File: src/hdl/cache_bus_pkg.sv
package cache_bus_pkg;

   ////////////////////////////////////////
   // Bus geometry
   ////////////////////////////////////////

   // Byte address width on the shared bus
   localparam int unsigned BUS_ADDRESS_WIDTH = 20;
   // Log2 of bytes per line
   localparam int unsigned BUS_DATA_WIDTH_SHIFT = 4;
   // One line in bits
   localparam int unsigned BUS_DATA_WIDTH = (2 ** BUS_DATA_WIDTH_SHIFT) * 8;
   // Line address drops the byte offset
   localparam int unsigned LINE_ADDR_WIDTH = BUS_ADDRESS_WIDTH - BUS_DATA_WIDTH_SHIFT;

   ////////////////////////////////////////
   // Types
   ////////////////////////////////////////

   typedef logic [LINE_ADDR_WIDTH-1:0] line_addr_t;
   typedef logic [BUS_DATA_WIDTH-1:0]  line_data_t;

   // Request toward the bus slave, also the data cache request
   typedef struct packed {
      logic       valid;
      logic       we;
      line_addr_t line_addr;
   } bus_req_t;

   // Instruction fill sequencing
   typedef enum logic {
      IFILL_IDLE,
      IFILL_WAIT_BUS
   } ifill_state_t;

   // Data cache flush sequencing
   typedef enum logic [1:0] {
      DFLUSH_IDLE,
      DFLUSH_SCAN,
      DFLUSH_WRITE,
      DFLUSH_DONE
   } dflush_state_t;

endpackage

File: src/hdl/cache_arbiter.sv
`timescale 1ns/1ps

module cache_arbiter (
   input  logic                      clk_i,
   input  logic                      rst_i,

   // Owner status from both sides
   input  logic                      icache_blocking_n_i,
   input  logic                      icache_flushing_n_i,
   input  logic                      dcache_flushing_n_i,

   // Instruction side, read only
   input  cache_bus_pkg::line_addr_t icache_bus_addr_i,
   input  logic                      icache_bus_valid_i,
   output logic                      icache_bus_valid_o,

   // Data side
   input  cache_bus_pkg::bus_req_t   dcache_bus_req_i,
   output logic                      dcache_bus_valid_o,

   // Shared bus
   output cache_bus_pkg::bus_req_t   bus_req_o,
   input  logic                      bus_valid_i
);

   import cache_bus_pkg::*;

   // 0 selects instruction side, 1 data side
   logic     cache_sel_q;
   logic     updating_q;
   logic     cache_sel_next;
   logic     owner_flushing_n;
   bus_req_t sel_req;

   // Data side wins only while flushing and icache not stalled
   assign cache_sel_next = icache_blocking_n_i & ~dcache_flushing_n_i;

   // Current owner between transfers when high
   assign owner_flushing_n = cache_sel_q ? dcache_flushing_n_i : icache_flushing_n_i;

   ////////////////////////////////////////
   // Request mux
   ////////////////////////////////////////

   always_comb begin
      if (cache_sel_q) begin
         sel_req = dcache_bus_req_i;
      end else begin
         sel_req.valid     = icache_bus_valid_i;
         sel_req.we        = 1'b0;
         sel_req.line_addr = icache_bus_addr_i;
      end
      bus_req_o       = sel_req;
      // No new request while handing over
      bus_req_o.valid = sel_req.valid & ~updating_q;
   end

   // Response only to the owner
   assign icache_bus_valid_o = ~cache_sel_q & bus_valid_i;
   assign dcache_bus_valid_o = cache_sel_q & bus_valid_i;

   ////////////////////////////////////////
   // Owner switch
   ////////////////////////////////////////

   always_ff @(posedge clk_i) begin
      if (rst_i) begin
         cache_sel_q <= 1'b0;
         updating_q  <= 1'b0;
      end else if (updating_q) begin
         // Move select once the bus is quiet
         if (!bus_valid_i) begin
            cache_sel_q <= cache_sel_next;
            updating_q  <= 1'b0;
         end
      end else if (owner_flushing_n && (cache_sel_q != cache_sel_next)) begin
         updating_q <= 1'b1;
      end
   end

endmodule

File: config.mk
export PLATFORM = sky130hd
export DESIGN_NAME = cache_arbiter
export DESIGN_NICKNAME = d
export VERILOG_FILES = /design/src/hdl/cache_bus_pkg.sv /design/src/hdl/cache_arbiter.sv
export SDC_FILE = /design/constraint.sdc
export NUM_CORES = 1
export LEC_CHECK = 0
export ABC_AREA = 0
export BUFFER_PORTS_ARGS = -buffer_cell sky130_fd_sc_hd__buf_2
export CAP_MARGIN = 20
export CORE_AREA = 4 4 41 43
export CTS_CLUSTER_DIAMETER = 30
export DETAILED_ROUTE_END_ITERATION = 10
export DIE_AREA = 0 0 45 47
export PLACE_DENSITY = 0.81
export RECOVER_POWER = 50
export SYNTH_ARGS = -nofsm -noshare
export SYNTH_HDL_FRONTEND = slang
export SYNTH_SLANG_ARGS = --single-unit
File: constraint.sdc
create_clock -name clk_i -period 3 [get_ports clk_i]
set_input_delay 0.9 -clock clk_i [delete_from_list [all_inputs] [get_ports clk_i]]
set_output_delay 0.9 -clock clk_i [all_outputs]
set_load 0.05 [all_outputs]
# After elaboration in Yosys (flattened, before gate mapping)
# Cells that the tools add are included.
# word_totals
regBits	2
latch_bits	0
mem_bits_rw	0
rom_bits	0
inputBits	41
output_inout_bits	20
wordCells	18
mem_count	0
# classes
addsub	0
n_mul	0
div	0
n_lt_le_gt_ge	0
n_eq_ne	1
n_shift	0
muxes	5
n_bitwise	8
reduce_logical	2
# ops
cell	n
$mux 18	1
$and 1x1->1	4
$mux 1	4
$not 1->1	4
$reduce_and 2->1	1
$logic_and 1x1->1	1
$ne 1x1->1	1

# Logic depth before layout (Yosys ltp)
# depth
depth_word	6
ltp_mapped	3

# Least setup slack after synthesis
# No wires, ideal clock.
# synth_path
kind	in2out
from	in bus_valid_i
to	out icache_bus_valid_o
arrival_time_ns	1.607
required_time_ns	2.100
slack_ns	0.493
stages	1
cell_sequence	nor2b_1
# synth_via
elab_chain_len	1
# synth_lines
item	line_no	text
start: declaration	cache_arbiter.sv:23	input logic bus_valid_i
$and 1x1->1	cache_arbiter.sv:59	assign icache_bus_valid_o = ~cache_sel_q & bus_valid_i;
end: declaration	cache_arbiter.sv:15	output logic icache_bus_valid_o,
# No other way between the ends.

==> flow_metrics.py <==
metrics = {
    "synthesis": {
        "synth_enable_flop_cells": 0,
        "synth-warning-count": 0,
        "synth_area_leaders": "mux2_2 (55%), dfxtp_1 (12%), buf_6 (6.8%)",
        "ys_ff_latch": 2,
        "synth_area_per_cell_um2": 10.28,
        "synth_ff_type": "dfxtp_1",
        "synth-seq-area-share_pct": 12.17,
        "syn_inst": 32,
        "syn-num-nets": 73,
        "synth_common_cells": "mux2_2 (16), nor2b_1 (3)",
        "synth_top_cell_by_area": "mux2_2",
        "yosys.cell_types.count": 10,
        "netlist_area_um2": 329.1,
        "synth_top_area_share_pct": 54.75,
        "synthArstFlopShare_pct": 0,
        "synth.most_common_cell": "mux2_2",
    },
    "sta": {
        "slew_headroom_pct": 59.69,
        "maxSlewViolCount": 0,
        "period_share_pct": 83.29,
        "finalSetupViolCount": 0,
        "tightest_slew_ns": 0.6072,
        "max_freq_ghz": 0.4002,
        "report.final.hold_viol_count": 0,
        "fin_setup_tns_ns": 0,
        "finalWorstSetupSlack_ns": 0.5014,
        "rsz0062_at_grt": "no",
        "post-route-min-period_ns": 2.499,
        "finClkSkew_ns": 0.004590,
    },
    "global_route": {
        "grtUsageTotal_pct": 11.11,
        "antenna_found_initial": 0,
        "grt_pass1_vias": 469,
        "grt_pass1_wl_mm": 1.718,
        "grt_remaining_overflow": 0,
        "grt_max_degree": 15,
    },
    "floorplanning": {
        "dieArea_mm2": 0.002115,
        "io_pins": 61,
        "design.core.area_mm2": 0.001301,
        "die_h_um": 47,
        "initial_core_util_pct": 25.29,
        "floorplan.rows": 13,
        "die_w_um": 45,
    },
    "drt": {
        "vias_per_cell": 4.459,
        "wl_per_cell_um": 11.11,
        "wl_mm": 1.211,
        "drtAntennaViolNets": 0,
        "via_count": 486,
        "first_pass_iters": 3,
        "drtIter0Drc": 3,
        "drc_errors": 0,
    },
    "finish": {
        "syn_to_final_growth_pct": 95.82,
        "diodes": 0,
        "post_route_cells_drive_above_1_share_pct": 76.60,
        "fin_util_pct": 49.52,
        "nets": 137,
        "nFillCells": 137,
    },
    "min_path": {
        "min_from": "updating_q",
        "hold_class": "flip-flop to flip-flop",
    },
    "worst_setup_path": {
        "worstPathMaxFanout": 14,
        "worstSetupPathType": "flip-flop to output pin",
        "start_kind": "flip-flop",
        "cp-end-kind": "output pin",
        "rrSetupSlack_ns": 1.71,
        "cp-startpoint": "cache_sel_q",
        "r2r_start": "cache_sel_q",
        "cp_data_arrival_time_ns": 1.60,
        "required_ns": 2.10,
    },
    "power_and_ir_drop": {
        "vdd_drop_max_uv": 174.6,
        "power.total_mw": 0.1977,
        "cellPowerDensity_mw_per_mm2": 306.9,
        "p_leak_nw": 0.3394,
    },
    "clock_network": {
        "cts_resized": 0,
        "h-tree-depth": 1,
        "cts-root-buf": "clkbuf_4",
        "cts_buffers": 3,
        "hold_buffers": 0,
        "cts.clk_slew.worst_paths_ns": 0.03,
        "worstSkewPairLatency_ns": 0.23,
        "cts_tree": "built",
        "clock_sinks": 2,
        "cts.path.max_buffers": 2,
        "post-cts-setup-buffers": 0,
    },
    "status": {
        "status": "completed",
    },
    "placed_design": {
        "portBuffers": 60,
        "hpwl_mm": 1.097,
        "place.gp.congestion": 0.7157,
        "dpl_worst_slack_ns": 0.6329,
    },
    "job": {
        "cap_violations": 0,
    },
}
==> cell type report <==
class	count	area [um2]	share of cell area, %
Clock buffer	3	22.52	3.495
Multi-Input combinational cell	28	266.5	41.36
Sequential cell	2	40.04	6.214
Tap cell	15	18.77	2.913
Timing Repair Buffer	61	296.5	46.02
==> critical path, stage by stage, from the launching register on <==
cell,delay (ns)
dfxtp_1,0.53
buf_4,0.28
mux2_2,0.35
buf_2,0.21
==> sequential cells by signal (all words and copies together) (netlist names) <==
name and count:
updating_q 1, cache_sel_q 1
==> cell families (layout without fill, tap and decap cells) <==
kind of cell           count (synthesis)  in the layout  share of synthesized area [%]
muxes                                 18             18                          60.84
and+or+nand+nor                        9              9                          15.59
DFF                                    2              2                          12.17
buffers and inverters                  2             64                          6.844
AOI/OAI and AO/OA                      1              1                          4.561
==> final timing paths <==
kind,depth (start not counted),to
max,3,bus_req_o[10]
min,2,updating_q
max reg2reg,4,updating_q
min reg2reg,2,updating_q
==> through the flow <==
| step | hold slack [ns] | instance area, um2 | cells |
|---|---|---|---|
| 6_report | 0.5609 | 644.4 | 109 |
| 5_1_grt | 0.5869 | 644.4 | 109 |
| 4_1_cts | 0.5629 | 655.6 | 109 |
| 3_5_place_dp | 0.5544 | 633.1 | 106 |
| 3_3_place_gp | 0.5495 | 633.1 | 106 |
| 2_1_floorplan | 0.5148 | 329.1 | 32 |
==> cells in the final DEF (no fill, tap or decap) <==
master / n
dfxtp_1: 2
nor2b_1: 3
a221oi_2: 1
nor2_1: 2
buf_2: 51
nor3_1: 1
mux2i_1: 2
buf_4: 1
mux2_2: 16
and2b_1: 1
clkbuf_4: 3
clkbuf_1: 9
and2_1: 2
==> metal layers <==
metal | up-vias | global-route usage, % | wire length (um)
met5 | - | 0 | 0
met4 | 0 | 3.509 | 0
met3 | 0 | 4.598 | 218
met2 | 40 | 21.75 | 615
met1 | 205 | 10.38 | 377
li1 | 241 | - | -
==> report_power, final <==
part / internal [mW] / switching, mW
logic: 0.0388 / 0.0693
registers: 0.0278 / 0.00124
clock network: 0.0442 / 0.0164
(Power assumes the default switching activity.)
