**src/hdl/cache_bus_pkg.sv**
```systemverilog
package cache_bus_pkg;

   ////////////////////////////////////////
   // Bus geometry
   ////////////////////////////////////////

   // Byte address width on the shared bus
   localparam int unsigned BUS_ADDRESS_WIDTH = 20;
   // Log2 of bytes per line
   localparam int unsigned BUS_DATA_WIDTH_SHIFT = 4;
   // One line in bits
   localparam int unsigned BUS_DATA_WIDTH = (2 ** BUS_DATA_WIDTH_SHIFT) * 8;
   // Line address drops the byte offset
   localparam int unsigned LINE_ADDR_WIDTH = BUS_ADDRESS_WIDTH - BUS_DATA_WIDTH_SHIFT;

   ////////////////////////////////////////
   // Types
   ////////////////////////////////////////

   typedef logic [LINE_ADDR_WIDTH-1:0] line_addr_t;
   typedef logic [BUS_DATA_WIDTH-1:0]  line_data_t;

   // Request toward the bus slave, also the data cache request
   typedef struct packed {
      logic       valid;
      logic       we;
      line_addr_t line_addr;
   } bus_req_t;

   // Instruction fill sequencing
   typedef enum logic {
      IFILL_IDLE,
      IFILL_WAIT_BUS
   } ifill_state_t;

   // Data cache flush sequencing
   typedef enum logic [1:0] {
      DFLUSH_IDLE,
      DFLUSH_SCAN,
      DFLUSH_WRITE,
      DFLUSH_DONE
   } dflush_state_t;

endpackage

```
**src/hdl/dcache_line_unit.sv**
```systemverilog
`timescale 1ns/1ps

module dcache_line_unit #(
   parameter int unsigned DCACHE_LINES = 4
) (
   input  logic                        clk_i,
   input  logic                        rst_i,

   // Store port from outside
   input  logic                        store_valid_i,
   input  logic [$clog2(DCACHE_LINES)-1:0] store_index_i,
   input  cache_bus_pkg::line_addr_t   store_addr_i,
   input  cache_bus_pkg::line_data_t   store_data_i,

   // Flush command
   input  logic                        flush_start_i,
   output logic                        flush_done_o,

   // Toward arbiter and memory
   output cache_bus_pkg::bus_req_t     bus_req_o,
   output cache_bus_pkg::line_data_t   bus_wdata_o,
   output logic                        flushing_n_o,
   input  logic                        bus_valid_i
);

   import cache_bus_pkg::*;

   localparam int unsigned IDX_W = $clog2(DCACHE_LINES);
   localparam logic [IDX_W-1:0] LAST_IDX = IDX_W'(DCACHE_LINES - 1);

   // Line store, payload only
   line_addr_t addr_mem [DCACHE_LINES];
   line_data_t data_mem [DCACHE_LINES];

   // Per entry status
   logic [DCACHE_LINES-1:0] valid_q;
   logic [DCACHE_LINES-1:0] dirty_q;

   dflush_state_t    state_q;
   logic [IDX_W-1:0] idx_q;
   logic             store_en;

   // Stores blocked during flush
   assign store_en = store_valid_i && (state_q == DFLUSH_IDLE);

   always_ff @(posedge clk_i) begin
      if (store_en) begin
         addr_mem[store_index_i] <= store_addr_i;
         data_mem[store_index_i] <= store_data_i;
      end
   end

   ////////////////////////////////////////
   // Flush sequencer
   ////////////////////////////////////////

   always_ff @(posedge clk_i) begin
      if (rst_i) begin
         state_q <= DFLUSH_IDLE;
         idx_q   <= '0;
         valid_q <= '0;
         dirty_q <= '0;
      end else begin
         case (state_q)
            DFLUSH_IDLE: begin
               if (store_en) begin
                  valid_q[store_index_i] <= 1'b1;
                  dirty_q[store_index_i] <= 1'b1;
               end
               if (flush_start_i) begin
                  idx_q   <= '0;
                  state_q <= DFLUSH_SCAN;
               end
            end
            DFLUSH_SCAN: begin
               // One entry checked per cycle
               if (valid_q[idx_q] && dirty_q[idx_q]) begin
                  state_q <= DFLUSH_WRITE;
               end else if (idx_q == LAST_IDX) begin
                  state_q <= DFLUSH_DONE;
               end else begin
                  idx_q <= idx_q + 1'b1;
               end
            end
            DFLUSH_WRITE: begin
               // Line is clean once memory answers
               if (bus_valid_i) begin
                  dirty_q[idx_q] <= 1'b0;
                  if (idx_q == LAST_IDX) begin
                     state_q <= DFLUSH_DONE;
                  end else begin
                     idx_q   <= idx_q + 1'b1;
                     state_q <= DFLUSH_SCAN;
                  end
               end
            end
            DFLUSH_DONE: state_q <= DFLUSH_IDLE;
            default:     state_q <= DFLUSH_IDLE;
         endcase
      end
   end

   ////////////////////////////////////////
   // Outputs
   ////////////////////////////////////////

   // Writeback request, only ever a write
   assign bus_req_o.valid     = (state_q == DFLUSH_WRITE);
   assign bus_req_o.we        = 1'b1;
   assign bus_req_o.line_addr = addr_mem[idx_q];
   assign bus_wdata_o         = data_mem[idx_q];

   // Low through the whole flush, done cycle included
   assign flushing_n_o = (state_q == DFLUSH_IDLE);
   assign flush_done_o = (state_q == DFLUSH_DONE);

endmodule

```
**config.mk**
```make
export PLATFORM = sky130hd
export DESIGN_NAME = dcache_line_unit
export DESIGN_NICKNAME = d
export VERILOG_FILES = /design/src/hdl/cache_bus_pkg.sv /design/src/hdl/dcache_line_unit.sv
export SDC_FILE = /design/constraint.sdc
export NUM_CORES = 1
export LEC_CHECK = 0
export ABC_CLOCK_PERIOD_IN_PS = 14700
export BUFFER_PORTS_ARGS = -buffer_cell sky130_fd_sc_hd__buf_4
export CAP_MARGIN = 10
export CORE_MARGIN = 8
export CORE_UTILIZATION = 45
export CTS_CLUSTER_DIAMETER = 120
export DETAILED_ROUTE_END_ITERATION = 10
export PLACE_DENSITY = 0.76
export SYNTH_ARGS = -nofsm -noshare
export SYNTH_HDL_FRONTEND = slang
export SYNTH_SLANG_ARGS = --single-unit
```
**constraint.sdc**
```tcl
create_clock -name clk_i -period 14.7 [get_ports clk_i]
set_clock_uncertainty 0.05 [all_clocks]
set_input_delay 0.735 -clock clk_i [delete_from_list [all_inputs] [get_ports clk_i]]
set_output_delay 0.735 -clock clk_i [all_outputs]
set_load 0.02 [all_outputs]
```
# Word-level counts from Yosys, hierarchy flattened
# Memories as Yosys holds them, arrays and structs flattened. A register that Yosys moved wholly into a read port is not among the register bits.
# Cells that the tools add are included.
[classes] add_sub_neg=1 magnitude_cmp=4 n_eq_ne=9 n_mux=28 n_bitwise=4 reduce_logical=11
[op_table] op="2-to-1 mux 2 bit" n=13
[op_table] op="2-to-1 mux 4 bit" n=2
[op_table] op="bitwise OR 4 bit" n=2
[op_table] op="one-hot mux 2 bit (4 select lines)" n=1
[op_table] op="one-hot mux 4 bit (2 select lines)" n=1
[op_table] op="equality test 2 bit (second input constant)" n=3
[op_table] op="less-than comparator 2 x 3 -> 1 bit (second input constant)" n=2
[op_table] op="2-to-1 mux 1 bit" n=6
[op_table] op="one-hot mux 2 bit (3 select lines)" n=1
[op_table] op="AND reduction 3 bit" n=2
[op_table] op="AND 4 bit" n=1
[op_table] op="binary-select mux 1 bit (select 2 bit)" n=2
[op_table] op="demux 1 bit (select 2 bit)" n=2
[op_table] op=">= comparator 2 x 1 -> 1 bit (second input constant)" n=2
[op_table] op="logical AND 1 bit" n=4
[op_table] op="inequality test 2 x 1 -> 1 bit (second input constant)" n=2
[op_table] op="inequality test 2 bit (second input constant)" n=2
[op_table] op="NOT 4 bit" n=1
[op_table] op="AND reduction 4 bit" n=1
[op_table] op="inequality test 3 bit (second input constant)" n=1
[op_table] op="nonzero test 3 bit" n=1
[op_table] op="adder 2 x 1 -> 2 bit (second input constant)" n=1
[op_table] op="equality test 2 x 1 -> 1 bit (second input constant)" n=1
[op_table] op="zero test 2 bit" n=1
[op_table] op="2 further kinds" n=2
[word_totals] ff_bits=12 mem_bits_rw=576 in_bits=151 out_inout_bits=148 wordCells=63 mem_count=2
[memory_table] memory="data_mem" depth=4 word_bits=128 read_ports=1 rd_ports_with_merged_regs=1 wr=1 line_no="dcache_line_unit.sv:33" rtl="line_data_t data_mem [DCACHE_LINES];"
[memory_table] memory="addr_mem" depth=4 word_bits=16 read_ports=1 rd_ports_with_merged_regs=1 wr=1 line_no="dcache_line_unit.sv:32" rtl="line_addr_t addr_mem [DCACHE_LINES];"

# Logic depth before layout (Yosys ltp)
# Gate-level depths: netlist of the first run.
[depth] word_depth=8 mapped_depth=7

# Least setup slack after synthesis of the first run
# No wires, ideal clock.
[synth_timing] path_type="flip-flop to flip-flop" startpoint="register state_q[0]" endpoint="memory addr_mem[2][0] (netlist name), enable pin" setup_time_ns=0.856 arrival_time_ns=11.555 path_slack_ns=2.239 path_stages_with_launch=5 path_buffers=0 period_less_slack_ns=12.461 cell_sequence="dfxtp_1 -> inv_1 -> ha_1 -> nand2_1 -> nor3b_1"
[synth_between] elab_chain_cells=4
[synth_rtl] element="start, declared" line_no="dcache_line_unit.sv:39" rtl="dflush_state_t state_q;"
[synth_rtl] element="start signal, assigned" line_no="dcache_line_unit.sv:59" rtl="state_q <= DFLUSH_IDLE;"
[synth_rtl] element="start signal, assigned" line_no="dcache_line_unit.sv:72" rtl="state_q <= DFLUSH_SCAN;"
[synth_rtl] element="start signal, assigned" line_no="dcache_line_unit.sv:78" rtl="state_q <= DFLUSH_WRITE;"
[synth_rtl] element="zero test 2 bit"
[synth_rtl] element="via flushing_n_o" line_no="dcache_line_unit.sv:22" rtl="output logic flushing_n_o,"
[synth_rtl] element="logical AND 1 bit" line_no="dcache_line_unit.sv:44" rtl="assign store_en = store_valid_i && (state_q == DFLUSH_IDLE);"
[synth_rtl] element="2-to-1 mux 1 bit" line_no="dcache_line_unit.sv:47" rtl="if (store_en) begin"
[synth_rtl] element="2-to-1 mux 1 bit (implied by the code)" line_no="dcache_line_unit.sv:48" rtl="addr_mem[store_index_i] <= store_addr_i;"
[synth_rtl] element="end, declared" line_no="dcache_line_unit.sv:32"
# The timed path passes the listed nets, and every way through them passes these cells.

==> metrics.cfg, run 1 <==
[run_status]
outcome=finished, final reports clean

[clock_tree]
ctsResizeCount=0
hold_buffers=0
cts_max_path_buffers=3
cts_setup_buffers=0
insertion_delay_ns=0.60
clkTransAtPathRegs_ns=0.06
clockRootBuffer=clkbuf_16
cts-htree-levels=2
cts_sinks=590
numCtsBuffers=58
cts_tree=done

[timing]
timing.final.crit_period_ns=4.48
max_freq_mhz=223
tightest_slew_ns=1.02
timing.final.crit_share_pct=30.4
max-slew-margin-rel_pct=32.1
grt_setup_unrepaired=false
drv_slew=0
finalSetupTns_ns=0
setup-violations-final=0
setup_ws_ns=10.22
hold_viol_final=0

[route]
avgViaCountPerCell=5.32
drt_iter0_drc=732
vias=9803
first_pass_iters=4
wire_per_inst_um=23.8
wl_um=43800
drc=0
final_antenna_net_count=0

[yosys]
yosys.area.top_type=edfxtp_1
avgSynthCellArea_um2=25.5
synth.most_common_cell=edfxtp_1
synth_edf_count=576
syn_nets=998
ys_types=41
synth_area_leaders=edfxtp_1, mux4_2, dfxtp_1
synthCells=843
synth_top_area_share_pct=80.5
synthesis.area_mm2=0.0215
synth-seq-area-share_pct=81.8
ys_async_sr_fraction_pct=0
yosys_register_bits=590
yosys-top-cells-count=edfxtp_1, mux4_2, buf_2
yosysWarnings=0
synthFlopType=edfxtp_1

[global_route]
grt_max_degree=87
grt_pass1_wl_um=64700
grt-ovfl-total=0
antenna_found_initial=2
grt_pass1_vias=10400
grt_usage_pct=15.8

[job]
maxCapViolations=0

[hold_path]
min_to=data_mem[1][81]$_DFFE_PP_
hp-start=store_data_i[81]
min_path_cells=1
hp-class=in2reg

[place]
pre_cts_ws_ns=10.66
gp_congestion=0.722
port-buffer-count=297
dp_hpwl_um=27100

[power]
p_leak_nw=8.72
vdd_ir_drop_max_mv=0.134
power_density_mw_per_mm2=171

[cells_and_area]
multi_input_area_mm2=0.00369
final_nets=1333
seq_area_mm2=0.0176
fillerInstances=3525
syn_to_final_growth_pct=22.7
drive_gt1_share_pct=45.1

[die]
die_y_um=235
initial_core_util_pct=45.3
die_area_mm2=0.0550
die_w_um=235
ios=299
num_rows=80
core_area_mm2=0.0474

[critical_path]
worst_setup_path_start_kind=flip-flop
crit_required_ns=13.91
cp.arrival_ns=3.69
reg2reg_depth=6
reg2reg_to=data_mem[2][89]$_DFFE_PP_
end_kind=output pin
crit_type=reg2out
r2r_slack_ns=11.17
reg2reg_from=state_q[1]$_SDFFE_PP0P_
crit_fanout=42

## critical path, stage by stage, from the launching register on
cell	delay, ns
dfxtp_4	0.65
buf_4	0.73
buf_4	0.79
mux4_2	0.62
buf_4	0.18
## sequential cells by signal, indices dropped and copies added, names as in the netlist, named ones only
name,count
data_mem,512
addr_mem,64
dirty_q,4
valid_q,4
idx_q,2
state_q,2
## worst max-delay path by stage
stage / start / to / slack, ns
2_1_floorplan: state_q[0]$_SDFFE_PP0P_ / addr_mem[2][0]$_DFFE_PP_ / 2.24
3_3_place_gp: flip-flop / bus_wdata_o[98] / 10.69
3_5_place_dp: flip-flop / bus_req_o[3] / 10.66
4_1_cts: flip-flop / bus_req_o[3] / 10.01
5_1_grt: flip-flop / bus_req_o[3] / 9.83
6_report: flip-flop / bus_wdata_o[125] / 10.22
## metrics by stage
step | power, mW | cell area (um^2) | hold slack (ns) | util (%) | instances
floorplan | 2.72 | 21500 | 0.375 | - | 843
global placement | 3.06 | 24400 | 0.389 | 51.5 | 1733
detailed placement | 3.08 | 24400 | 0.389 | 51.5 | 1733
CTS | 4.58 | 26400 | 0.231 | 55.6 | 1840
global route | 4.68 | 26400 | 0.245 | 55.6 | 1841
finish | 4.51 | 26400 | 0.285 | 55.6 | 1842
## area by class of cell
class                      instances  share of cell area [%]
antenna                            2                  0.0190
timing repair buffer             312                    8.88
clock buffer                      68                    5.73
sequential                       590                    66.7
clock inverter                    39                    1.62
inverter                           8                   0.133
multi-input combinational        208                    14.0
tap                              615                    2.92
## logic make-up (layout without fill, tap and decap cells)
| logic type | after synthesis | in the layout | synth area share, % |
|---|---|---|---|
| flip-flops | 590 | 590 | 81.8 |
| multiplexers | 144 | 144 | 15.1 |
| buffers and inverters | 45 | 427 | 1.10 |
| AND/OR/NAND/NOR | 35 | 35 | 0.949 |
| AO/OA/AOI/OAI | 24 | 24 | 0.832 |
| adder cells (fa/ha/maj) | 4 | 4 | 0.233 |
| other | 1 | 3 | 0.0174 |
## placed cells by master, fill, tap and decap left out, types with 2 or more instances in the layout
cell type | Yosys | routed
a21oi_1 | 4 | 4
a31oi_1 | 2 | 2
buf_4 | 8 | 312
bufinv_16 | 0 | 9
clkbuf_1 | 9 | 9
clkbuf_16 | 0 | 59
clkinv_1 | 0 | 12
clkinv_2 | 0 | 11
clkinv_4 | 0 | 2
clkinvlp_4 | 0 | 3
dfxtp_1 | 14 | 12
dfxtp_4 | 0 | 2
diode_2 | 0 | 2
edfxtp_1 | 576 | 576
ha_1 | 4 | 4
inv_1 | 8 | 7
inv_6 | 0 | 3
mux4_2 | 144 | 144
nand2_1 | 4 | 4
nand4_1 | 3 | 3
nand4b_1 | 2 | 2
nor2_1 | 10 | 10
nor2b_1 | 3 | 3
nor3_2 | 1 | 2
nor3b_2 | 0 | 2
o2111a_1 | 2 | 2
o21ai_0 | 4 | 4
o31ai_1 | 2 | 2
## per-layer routing
layer	vias up	GRT usage [%]	part of all wire, %
li1	4310	-	-
met1	5109	20.7	40
met2	327	25.7	49
met3	57	4.53	8.2
met4	0	4.73	2.0
met5	-	0	0
## where the power goes
part / switching, mW / internal (mW)
combinational: 0.525 / 0.446
sequential: 0.0561 / 1.99
clock: 0.599 / 0.890
total: 1.18 / 3.33
No activity file was read; power rests on OpenSTA's default activity.
==> run 2: changes to the inputs <==
--- a/config.mk
+++ b/config.mk
@@ -5,7 +5,8 @@
 export SDC_FILE = /design/constraint.sdc
 export NUM_CORES = 1
 export LEC_CHECK = 0
-export ABC_CLOCK_PERIOD_IN_PS = 14700
+export ABC_AREA = 1
+export ABC_CLOCK_PERIOD_IN_PS = 4500
 export BUFFER_PORTS_ARGS = -buffer_cell sky130_fd_sc_hd__buf_4
 export CAP_MARGIN = 10
 export CORE_MARGIN = 8
==> constraint.sdc (replaced) <==
create_clock -name clk_i -period 4.5 [get_ports clk_i]
set_clock_uncertainty 0.05 [all_clocks]
set_input_delay 0.225 -clock clk_i [delete_from_list [all_inputs] [get_ports clk_i]]
set_output_delay 0.225 -clock clk_i [all_outputs]
set_load 0.02 [all_outputs]
==> run 2 against run 1 <==
- register-to-register slack worse by 9.0 ns
- largest cell class unchanged
- die area up 2.7%
- non-clock buffer count up 149
- synthesized cell count up 79%
- flip-flop and latch count unchanged
- critical path depth up 1
- core utilization up 2.2 points
- largest power group unchanged
- clock-buffer cell count up 4
- setup slack worse by 9.0 ns
- worst hold slack worse by 0.16 ns
==> metrics.cfg, run 2 <==
[run_status]
outcome=finished, final reports clean

[global_route]
antenna_found_initial=4
grt_pass1_vias=14500
grt_pass1_wl_um=81700
grt-ovfl-total=0
grt_usage_pct=18.3
grt_max_degree=174

[route]
drt_iter0_drc=1313
vias=14300
wire_per_inst_um=20.4
final_antenna_net_count=0
wl_um=54000
avgViaCountPerCell=5.42
drc=0
first_pass_iters=8

[clock_tree]
numCtsBuffers=57
cts_max_path_buffers=3
hold_buffers=148
cts_setup_buffers=0
ctsResizeCount=0
insertion_delay_ns=0.59
cts-htree-levels=2
cts_tree=done
cts_sinks=590
clkTransAtPathRegs_ns=0.06
clockRootBuffer=clkbuf_16

[timing]
max_freq_mhz=302
setup_ws_ns=1.19
grt_setup_unrepaired=false
timing.final.crit_period_ns=3.31
hold_viol_final=0
timing.final.crit_share_pct=73.5
max-slew-margin-rel_pct=30.4
tightest_slew_ns=1.04
setup-violations-final=0
hold_ws_ns=0.122
drv_slew=0

[power]
p_leak_nw=9.86
vdd_ir_drop_max_mv=0.446
power_density_mw_per_mm2=627
finalPower_mw=17.7

[cells_and_area]
final_nets=2086
drive_gt1_share_pct=20.7
design_area_mm2=0.0282
reg.largest.list=data_mem (512), addr_mem (64)
largest_register_ff_count=512
syn_to_final_growth_pct=27.5
final_cells=2644
largest_register=data_mem
mostFrequentLayoutCells=edfxtp_1, buf_4, nor2_1, o21ai_0, dlygate4sd3_1
final_common_cell=edfxtp_1

[yosys]
ys_types=27
synthCells=1508
yosys_register_bits=590
avgSynthCellArea_um2=14.7
yosysWarnings=0
yosys-top-cells-count=edfxtp_1, nor2_1, o21ai_0
synth.most_common_cell=edfxtp_1
synthFlopType=edfxtp_1
synth-seq-area-share_pct=79.5
syn_nets=1663
yosys.area.top_type=edfxtp_1
synth_edf_count=576
ys_async_sr_fraction_pct=0
synthesis.area_mm2=0.0221
synth_area_leaders=edfxtp_1, o21ai_0, nor2_1
synth_top_area_share_pct=78.2

[critical_path]
cp.arrival_ns=3.03
worst_setup_path_start_kind=flip-flop
cp-endpoint=bus_wdata_o[66]
slowest_stage=inv_8
path_depth=5
path_delay_family=buffers and inverters
reg2reg_depth=7
end_kind=output pin
reg2reg_to=data_mem[1][36]$_DFFE_PP_
crit_buf_inv=3
crit_required_ns=4.22
r2r_slack_ns=2.14
crit_fanout=173
reg2reg_from=state_q[0]$_SDFFE_PP0P_
crit_path_cell_trace=inv_8 > buf_12 > o21ai_1 > o22ai_1 > buf_4
max_stage_delay_ns=0.64
crit_type=reg2out

[die]
initial_core_util_pct=45.4
core_area_mm2=0.0487
die_w_um=238
num_rows=81
ios=299
die_y_um=238
die_area_mm2=0.0565

[place]
port-buffer-count=297
pre_cts_ws_ns=1.82
dp_hpwl_um=28900
dp.cells=2388
gp_congestion=0.766
placed_cell_area_mm2=0.0248

[job]
maxCapViolations=0

[hold_path]
hp-class=in2reg

run 2: changes by cell type after synthesis, moves of 3 or more:
cell / delta
o21ai_1: +54
nand3_1: +3
nor2b_1: -3
inv_1: +4
mux4_2: -144
a21oi_1: +3
buf_6: +22
nor2_1: +294
nand2_1: +34
clkbuf_1: +34
o21ai_0: +234
o22ai_1: +145
run 2: worst min-delay path, delay by kind of cell:
family / cells / cell delay, ns
buffers and inverters: 2 / 0.26
and+or+nand+nor: 2 / 0.13
AOI/OAI and AO/OA: 2 / 0.11
run 2: power breakdown:
group	total, mW	internal, mW	switching [mW]
logic	6.17	2.13	4.04
clock network	4.80	2.84	1.96
registers	6.71	6.48	0.232
run 2: routing by layer:
metal | global-route usage [%] | share of wire [%]
met1 | 23.1 | 40
met3 | 3.94 | 7.9
met5 | 0 | 0.024
met4 | 6.65 | 2.6
met2 | 31.2 | 49
run 2: worst min path at each step:
stage | startpoint | endpoint | depth (start not counted)
final | bus_valid_i | state_q[0]$_SDFFE_PP0P_ | 6
after global routing | bus_valid_i | state_q[1]$_SDFFE_PP0P_ | 5
after CTS | store_valid_i | dirty_q[1]$_SDFFE_PP0P_ | 5
after detailed placement | store_data_i[17] | data_mem[2][17]$_DFFE_PP_ | 1
after global placement | store_data_i[95] | data_mem[0][95]$_DFFE_PP_ | 1
after floorplan | rst_i | dirty_q[0]$_SDFFE_PP0P_ | 1
run 2: per-stage QoR:
stage	util [%]	TNS (ns)
after floorplan	-	-19.77
after global placement	50.9	0
after detailed placement	50.9	0
after CTS	57.8	0
after global routing	57.8	0
final	57.8	0
run 2: final cells by class:
cell class,instances,area [um^2]
antenna,4,10.0
clock buffer,72,1560
clock inverter,32,337
fill,3596,20600
inverter,15,86.3
multi-input combinational,806,3860
sequential,590,17600
tap,664,831
timing repair buffer,461,3920
run 2: kinds of logic after synthesis:
family | Yosys count | synth area share, %
other | 1 | 0.0170
flip-flops | 590 | 79.5
buffers and inverters | 112 | 3.16
AND/OR/NAND/NOR | 354 | 6.12
adder cells (fa/ha/maj) | 4 | 0.226
AO/OA/AOI/OAI | 447 | 11.0
